==> config.mk <==
export PLATFORM = sky130hd
export DESIGN_NAME = prbs_loopback_top
export DESIGN_NICKNAME = d
export VERILOG_FILES = /design/src/design/prbs_pkg.sv /design/src/design/prbs_ctrl_regs.sv /design/src/design/prbs_generator.sv /design/src/design/prbs_checker_core.sv /design/src/design/prbs_checker.sv /design/src/design/prbs_loopback_top.sv
export SDC_FILE = /design/constraint.sdc
export NUM_CORES = 2
export LEC_CHECK = 0
export CAP_MARGIN = 20
export CORE_MARGIN = 2
export CORE_UTILIZATION = 58
export DETAILED_ROUTE_END_ITERATION = 6
export DONT_BUFFER_PORTS = 1
export HOLD_SLACK_MARGIN = 0.05
export PLACE_DENSITY_LB_ADDON = 0.1
export RECOVER_POWER = 50
export SYNTH_ARGS = -nofsm -noshare
export SYNTH_HDL_FRONTEND = slang
export SYNTH_SLANG_ARGS = --single-unit
==> constraint.sdc <==
create_clock -name clk -period 9.3 [get_ports clk]
set_input_delay 1.395 -clock clk [delete_from_list [all_inputs] [get_ports clk]]
set_output_delay 1.395 -clock clk [all_outputs]
set_load 0.02 [all_outputs]
==> src/design/prbs_pkg.sv <==
`default_nettype none

package prbs_pkg;

    // checker modes
    localparam logic [1:0] mode_reset  = 2'd0;
    localparam logic [1:0] mode_align  = 2'd1;
    localparam logic [1:0] mode_test   = 2'd2;
    localparam logic [1:0] mode_freeze = 2'd3;

    // host write addresses
    localparam logic [1:0] addr_ctrl   = 2'd0;
    localparam logic [1:0] addr_eqn    = 2'd1;
    localparam logic [1:0] addr_inject = 2'd2;

    // host write data width
    localparam int reg_width = 32;

    // control word fields, msb first, so mode sits in bits 1:0
    typedef struct packed {
        logic [9:0]  reserved;
        logic [15:0] chan_sel;
        logic        run;
        logic        tx_invert;
        logic [1:0]  inv_chicken;
        logic [1:0]  mode;
    } ctrl_fields_t;

    // raw view for equation and mask writes, field view for control writes
    typedef union packed {
        logic [reg_width-1:0] raw;
        ctrl_fields_t         fields;
    } ctrl_word_t;

endpackage

`default_nettype wire

==> src/design/prbs_ctrl_regs.sv <==
`timescale 1ns/100ps
`default_nettype none

module prbs_ctrl_regs #(
    parameter int n_channels = 16
) (
    input  wire logic                             clk,
    input  wire logic                             reset,

    // host write port
    input  wire logic                             wr_strobe,
    input  wire logic [1:0]                       wr_addr,
    input  wire logic [prbs_pkg::reg_width-1:0]   wr_data,

    // checker controls
    output logic [1:0]                            checker_mode,
    output logic [1:0]                            inv_chicken,
    output logic [n_channels-1:0]                 chan_sel,

    // generator controls
    output logic                                  tx_invert,
    output logic                                  run,
    output logic [n_channels-1:0]                 inject,

    // shared equation taps
    output logic [prbs_pkg::reg_width-1:0]        eqn
);

    prbs_pkg::ctrl_word_t wr_word;

    logic wr_ctrl;
    logic wr_eqn;
    logic wr_inject;

    // every write is seen through the union
    assign wr_word.raw = wr_data;

    assign wr_ctrl   = wr_strobe && (wr_addr == prbs_pkg::addr_ctrl);
    assign wr_eqn    = wr_strobe && (wr_addr == prbs_pkg::addr_eqn);
    assign wr_inject = wr_strobe && (wr_addr == prbs_pkg::addr_inject);

    // control word fields
    always_ff @(posedge clk) begin
        if (reset) begin
            checker_mode <= prbs_pkg::mode_reset;
            inv_chicken  <= 2'b00;
            tx_invert    <= 1'b0;
            run          <= 1'b0;
            chan_sel     <= '0;
        end else if (wr_ctrl) begin
            checker_mode <= wr_word.fields.mode;
            inv_chicken  <= wr_word.fields.inv_chicken;
            tx_invert    <= wr_word.fields.tx_invert;
            run          <= wr_word.fields.run;
            chan_sel     <= wr_word.fields.chan_sel[n_channels-1:0];
        end
    end

    // equation taps, raw view
    always_ff @(posedge clk) begin
        if (reset) begin
            eqn <= '0;
        end else if (wr_eqn) begin
            eqn <= wr_word.raw;
        end
    end

    // injection mask lives for exactly one cycle
    always_ff @(posedge clk) begin
        if (reset) begin
            inject <= '0;
        end else if (wr_inject) begin
            inject <= wr_word.raw[n_channels-1:0];
        end else begin
            inject <= '0;
        end
    end

endmodule

`default_nettype wire

==> src/design/prbs_generator.sv <==
`timescale 1ns/100ps
`default_nettype none

module prbs_generator #(
    parameter int n_prbs     = 32,
    parameter int n_channels = 16
) (
    input  wire logic                  clk,
    input  wire logic                  reset,

    // advance enable
    input  wire logic                  run,

    // shared taps
    input  wire logic [n_prbs-1:0]     eqn,

    // line controls
    input  wire logic                  tx_invert,
    input  wire logic [n_channels-1:0] inject,

    // one registered bit per lane
    output logic [n_channels-1:0]      tx_bits
);

    genvar k;
    generate
        for (k = 0; k < n_channels; k = k + 1) begin : g_lane
            logic [n_prbs-1:0] lfsr;
            logic              next_bit;

            // fibonacci feedback from the tapped state bits
            assign next_bit = ^(lfsr & eqn);

            always_ff @(posedge clk) begin
                if (reset) begin
                    // distinct nonzero seed per lane
                    lfsr       <= n_prbs'(k + 1);
                    tx_bits[k] <= 1'b0;
                end else if (run) begin
                    lfsr       <= {lfsr[n_prbs-2:0], next_bit};
                    // flips only the line bit, the lfsr stays clean
                    tx_bits[k] <= next_bit ^ tx_invert ^ inject[k];
                end
            end
        end
    endgenerate

endmodule

`default_nettype wire

==> src/design/prbs_checker_core.sv <==
`timescale 1ns/100ps
`default_nettype none

module prbs_checker_core #(
    parameter int n_prbs = 32
) (
    input  wire logic              clk,
    input  wire logic              reset,

    // advance enable
    input  wire logic              cke,

    // taps, same meaning as in the generator
    input  wire logic [n_prbs-1:0] eqn,

    // bit 0 flips the received bit, bit 1 flips err
    input  wire logic [1:0]        inv_chicken,

    // received line bit
    input  wire logic              rx_bit,

    // registered mismatch flag
    output logic                   err
);

    // last n_prbs received bits, newest in bit 0
    logic [n_prbs-1:0] history;

    logic rx_corr;
    logic predicted;
    logic mismatch;

    // undo a transmit inversion if asked to
    assign rx_corr = rx_bit ^ inv_chicken[0];

    // the next bit the stream should carry, from what was seen so far
    assign predicted = ^(history & eqn);

    /*
     * The prediction only holds once the history is filled with n_prbs
     * bits of the current stream. Before that err is meaningless, which
     * is what align mode in the checker is there to ride out. A single
     * flipped bit shows up once as itself and once more for each tap
     * while it walks through the history.
     */
    assign mismatch = rx_corr ^ predicted ^ inv_chicken[1];

    // history follows the received stream, errors and all
    always_ff @(posedge clk) begin
        if (reset) begin
            history <= '0;
        end else if (cke) begin
            history <= {history[n_prbs-2:0], rx_corr};
        end
    end

    // err lands one cycle after its rx bit
    always_ff @(posedge clk) begin
        if (reset) begin
            err <= 1'b0;
        end else if (cke) begin
            err <= mismatch;
        end
    end

endmodule

`default_nettype wire

==> src/design/prbs_checker.sv <==
`timescale 1ns/100ps
`default_nettype none

module prbs_checker #(
    parameter int n_prbs     = 32,
    parameter int n_channels = 16
) (
    input  wire logic                  clk,
    input  wire logic                  reset,

    // advance enable
    input  wire logic                  cke,

    // prbs taps
    input  wire logic [n_prbs-1:0]     eqn,

    // lanes that take part in the counts
    input  wire logic [n_channels-1:0] chan_sel,

    // inversion bits
    input  wire logic [1:0]            inv_chicken,

    // received lanes
    input  wire logic [n_channels-1:0] rx_bits,

    // reset, align, test or freeze
    input  wire logic [1:0]            checker_mode,

    output logic [63:0]                err_bits,
    output logic [63:0]                total_bits,
    output logic                       error_in_frame
);

    // wide enough for a full count of n_channels
    localparam int cnt_w = $clog2(n_channels) + 1;

    logic [n_channels-1:0] err_flags;
    logic [cnt_w-1:0]      err_count;
    logic [cnt_w-1:0]      tot_count;

    // one predictor per lane
    genvar k;
    generate
        for (k = 0; k < n_channels; k = k + 1) begin : g_core
            prbs_checker_core #(
                .n_prbs(n_prbs)
            ) u_core (
                .clk        (clk),
                .reset      (reset),
                .cke        (cke),
                .eqn        (eqn),
                .inv_chicken(inv_chicken),
                .rx_bit     (rx_bits[k]),
                .err        (err_flags[k])
            );
        end
    endgenerate

    // per-cycle sums over the selected lanes
    always_comb begin
        err_count = '0;
        tot_count = '0;
        for (int i = 0; i < n_channels; i = i + 1) begin
            err_count = err_count + cnt_w'(err_flags[i] & chan_sel[i]);
            tot_count = tot_count + cnt_w'(chan_sel[i]);
        end
    end

    // mode-controlled counters
    always_ff @(posedge clk) begin
        if (reset) begin
            err_bits   <= '0;
            total_bits <= '0;
        end else begin
            case (checker_mode)
                prbs_pkg::mode_reset: begin
                    err_bits   <= '0;
                    total_bits <= '0;
                end
                prbs_pkg::mode_test: begin
                    if (cke) begin
                        err_bits   <= err_bits + 64'(err_count);
                        total_bits <= total_bits + 64'(tot_count);
                    end
                end
                // align and freeze hold
                default: begin
                    err_bits   <= err_bits;
                    total_bits <= total_bits;
                end
            endcase
        end
    end

    // any lane at all, selected or not
    always_ff @(posedge clk) begin
        if (reset) begin
            error_in_frame <= 1'b0;
        end else begin
            error_in_frame <= |err_flags;
        end
    end

endmodule

`default_nettype wire

==> src/design/prbs_loopback_top.sv <==
`timescale 1ns/100ps
`default_nettype none

module prbs_loopback_top #(
    parameter int n_prbs     = 32,
    parameter int n_channels = 16
) (
    input  wire logic                           clk,
    input  wire logic                           reset,

    // host write port
    input  wire logic                           wr_strobe,
    input  wire logic [1:0]                     wr_addr,
    input  wire logic [prbs_pkg::reg_width-1:0] wr_data,

    // test results
    output logic [63:0]                         err_bits,
    output logic [63:0]                         total_bits,
    output logic                                error_in_frame
);

    logic [1:0]                     checker_mode;
    logic [1:0]                     inv_chicken;
    logic [n_channels-1:0]          chan_sel;
    logic                           tx_invert;
    logic                           run;
    logic [n_channels-1:0]          inject;
    logic [prbs_pkg::reg_width-1:0] eqn;
    logic [n_channels-1:0]          tx_bits;

    prbs_ctrl_regs #(
        .n_channels(n_channels)
    ) u_regs (
        .clk         (clk),
        .reset       (reset),
        .wr_strobe   (wr_strobe),
        .wr_addr     (wr_addr),
        .wr_data     (wr_data),
        .checker_mode(checker_mode),
        .inv_chicken (inv_chicken),
        .chan_sel    (chan_sel),
        .tx_invert   (tx_invert),
        .run         (run),
        .inject      (inject),
        .eqn         (eqn)
    );

    // stands in for the analog front end
    prbs_generator #(
        .n_prbs    (n_prbs),
        .n_channels(n_channels)
    ) u_gen (
        .clk      (clk),
        .reset    (reset),
        .run      (run),
        .eqn      (eqn[n_prbs-1:0]),
        .tx_invert(tx_invert),
        .inject   (inject),
        .tx_bits  (tx_bits)
    );

    // loopback, tx lanes straight into rx
    prbs_checker #(
        .n_prbs    (n_prbs),
        .n_channels(n_channels)
    ) u_chk (
        .clk           (clk),
        .reset         (reset),
        .cke           (run),
        .eqn           (eqn[n_prbs-1:0]),
        .chan_sel      (chan_sel),
        .inv_chicken   (inv_chicken),
        .rx_bits       (tx_bits),
        .checker_mode  (checker_mode),
        .err_bits      (err_bits),
        .total_bits    (total_bits),
        .error_in_frame(error_in_frame)
    );

endmodule

`default_nettype wire

==> impl_metrics.tcl <==
set metrics [dict create \
    status "complete, but fails checks" \
    violations "capacitance limit, slew limit" \
    hold_path_class "flip-flop to flip-flop" \
    multi_input_area_sq_um 32700 \
    clk_pin_slew_ns 0.06 \
    ctsHoldBuffers 0 \
    track_usage_pct 29.4 \
    cpMaxStageDelayCell "clkbuf_2" \
    grt_setup_unrepaired "false" \
    critPathMaxStageDelay_ns 2.37 \
    synth_xor_area_share_pct 17.2 \
    gp_congestion 0.841 \
    p_leak_nw 20.5 \
    drv_slew 542 \
    cts_tree "built" \
    hold_viol 0 \
    cts_repair_resize_count 0 \
    cts_inserted_buffers 136 \
    setup_violations 0 \
    cp-end-kind "flip-flop" \
    p_switching_w 0.00260 \
    vias 43355 \
    drc 0 \
    finalSetupTns_ns 0 \
    period_share_pct 77.5 \
    syn_avg_cell_area_sq_um 8.88 \
    hp-start "u_regs.eqn[22]" \
    clkPwrFrac_pct 48.1 \
    drive_gt1_share_pct 4.80 \
    wl_per_cell_um 19.9 \
    async_flop_share_pct 0 \
    power_frac_seq_pct 47.7 \
    p_total_w 0.0114 \
    yosysSeqAreaShare_pct 42.2 \
    p_sw_share_pct 22.7 \
    nets 6580 \
    fillers 8760 \
    crit_chain "clkbuf_2 > buf_16 > nor4bb_1 > and2_0" \
    fp.dieW_um 325 \
    grt_pass1_vias 40740 \
    drt_iter0_drc 3820 \
    rr_startpoint "u_regs.run" \
    num_rows 117 \
    syn-instance-count 6711 \
    drtPass1Iterations 5 \
    worstPathMaxFanout 242 \
    rrSetupSlack_ns 2.44 \
    clock-sinks 1255 \
    core_sq_um 102000 \
    post-cts-setup-buffer-count 0 \
    worstReg2RegEnd "u_chk.g_core[2].u_core.history[2]" \
    syn_to_final_growth_pct 8.82 \
    yosys_warnings 0 \
    cp.required_ns 9.96 \
    antenna_found_initial 3 \
    synthAdderAreaFrac_pct 1.20 \
    wl_mm 159 \
    max_freq_ghz 0.139 \
    finClkSkew_ns 0.0183 \
    crit_cells 4 \
    arrival_ns 7.87 \
    grt_max_degree 1128 \
    htreeDepth 4 \
    ys_types 52 \
    cp.buffers_inverters 2 \
    critPathTopFamily "buffers and inverters" \
    power_frac_comb_pct 4.2 \
    grt_pass1_wl_mm 243 \
    cts_buffer_depth 3 \
    io_buffer_count 0 \
    slew_headroom_pct -237 \
    synth_nets 6792 \
    fp.dieH_um 325 \
    worst_pin_slew_ns 5.06 \
    cp-start-kind "input pin" \
    cap_violations 4 \
    synth_edf_count 0 \
    power_density_nw_per_um2 176 \
    ioPinCount 166 \
    p_int_w 0.00884 \
    cts-root-buf "clkbuf_16" \
    viasPerCell 5.44 \
    peakVddDrop_uv 177 \
    insertion_delay_ns 0.74 \
    grt_overflow 0 \
    fin_crit_ns 7.21 \
    synth_compound_area_share_pct 2.32 \
    seq_area_sq_um 25200 \
    syn_area_sq_um 59600 \
    fin_area_sq_um 64900 \
    synth_mux_area_share_pct 16.6 \
    die-area_sq_um 105000 \
    path_class "input pin to flip-flop" \
    ant_nets 0 \
    ys.flop_type "dfxtp_1" \
    synthSimpleGateAreaFrac_pct 17.3 \
    ys_ff_latch 1255 \
    hpwl_mm 91.9 \
    start_util_pct 58.5 \
    hold_depth 2 \
    hold-path-endpoint "u_regs.eqn[22]" \
    synth_top_family_by_area "simple AND/OR/NAND/NOR gates" \
    place_area_sq_um 60200 \
    reg2regPathDepth 6 \
]
## per-stage QoR
step	utilization (%)	std cells	worst slack, ns	hold slack [ns]
4_1_cts	63.6	7967	3.12	0.452
5_1_grt	63.7	7971	1.84	0.479
6_report	63.7	7972	2.09	0.449
3_3_place_gp	59.1	7724	3.16	0.440
3_5_place_dp	59.1	7725	3.17	0.443
2_1_floorplan	-	6711	3.72	0.445
## cells in the final DEF, fill, tap and decap left out, types with 11 or more instances in the layout
master     count
dfxtp_1     1221
nand2_1     1188
nor2_1      1142
mux2i_1      991
xnor2_1      830
xor2_1       300
clkbuf_16    144
a21oi_1       98
inv_1         64
nand3_1       51
buf_4         50
and2_1        39
clkbuf_1      38
dfxtp_2       33
o21ai_0       30
a211o_1       29
or3_1         29
a211oi_1      28
nor3_1        23
fa_1          22
ha_1          22
clkinv_2      22
nand4_1       21
clkbuf_8      19
and2_0        16
xnor3_1       16
and3_1        15
bufinv_16     11
## cells in the mapped netlist (3+ instances only)
cell type	n	area, sq um
a211o_1	29	254
a211oi_1	28	210
a21o_1	10	75.1
a21oi_1	98	490
a22oi_1	7	52.6
and2_1	55	344
and3_1	15	93.8
and3b_1	3	26.3
and4_1	10	87.6
buf_1	80	300
buf_2	58	290
clkbuf_1	269	1010
dfxtp_1	1255	25100
fa_1	22	440
ha_1	22	275
inv_1	64	240
mux2i_1	991	9920
nand2_1	1188	4460
nand2b_1	3	18.8
nand3_1	51	255
nand3b_1	4	30.0
nand4_1	21	131
nor2_1	1142	4290
nor2b_1	7	43.8
nor3_1	23	115
nor3_2	4	40.0
nor3b_1	3	22.5
nor4_1	8	50.1
o21a_1	5	37.5
o21ai_0	30	150
o31ai_1	4	30.0
or2_2	6	37.5
or3_1	29	181
or4_1	5	37.5
xnor2_1	830	7270
xnor3_1	16	360
xor2_1	301	2640
## worst reg2reg max path: cells and delay by family (launching register included)
kind / cells / cell delay (ns)
AND/OR/NAND/NOR: 1 / 0.06
buffers and inverters: 4 / 5.31
flip-flops: 1 / 0.80
multiplexers: 1 / 0.37
## cell type report
| type | instances | area share (%) |
|---|---|---|
| timing repair buffer | 58 | 0.812 |
| tap | 1368 | 2.64 |
| inverter | 65 | 0.376 |
| antenna | 1 | 0.00386 |
| clock inverter | 42 | 0.832 |
| multi-input combinational | 4983 | 50.4 |
| sequential | 1255 | 38.8 |
| clock buffer | 200 | 6.17 |
## power groups by stage
stage / clock network [W] / registers (W) / logic, W
2_1_floorplan: 0 / 0.00554 / 0.000348
3_3_place_gp: 0 / 0.00558 / 0.000400
3_5_place_dp: 0 / 0.00558 / 0.000403
4_1_cts: 0.00559 / 0.00546 / 0.000404
5_1_grt: 0.00581 / 0.00546 / 0.000505
6_report: 0.00550 / 0.00546 / 0.000482
## cells by family after synthesis
logic type / count (synthesis)
simple gates: 2583
flops: 1255
xor+xnor: 1147
mux: 991
buf+inv: 473
compound gates: 218
fa+ha+maj: 44
## worst max path at each step
stage / startpoint / end
detailed placement: u_regs.chan_sel[0] / u_chk.total_bits[56]
finish: reset / u_regs.inject[7]
global route: reset / u_regs.inject[7]
floorplan: u_regs.chan_sel[0] / u_chk.total_bits[56]
CTS: u_regs.chan_sel[0] / u_chk.total_bits[56]
global placement: u_regs.chan_sel[0] / u_chk.total_bits[54]
## flip-flops by register name, indices dropped and copies added, names as in the netlist
name	count
u_chk.error_in_frame	1
u_chk.err_bits	64
u_regs.chan_sel	16
u_regs.tx_invert	1
u_gen.g_lane.lfsr	512
u_chk.g_core.u_core.err	16
u_regs.checker_mode	2
u_chk.g_core.u_core.history	512
u_regs.inject	16
u_regs.inv_chicken	2
u_regs.eqn	32
u_regs.run	1
u_gen.tx_bits	16
u_chk.total_bits	64
## layer usage
metal / share of wire, % / vias to the layer above / global-route usage, % / wire length (um)
met3: 6.5 / 239 / 5.29 / 10400
met4: 2.5 / 2 / 7.84 / 3900
met5: 0.0076 / - / 0 / 12
li1: - / 21109 / - / -
met2: 45 / 1104 / 46.5 / 71500
met1: 46 / 20901 / 41.4 / 73000
Power figures use the tool's default switching activity.
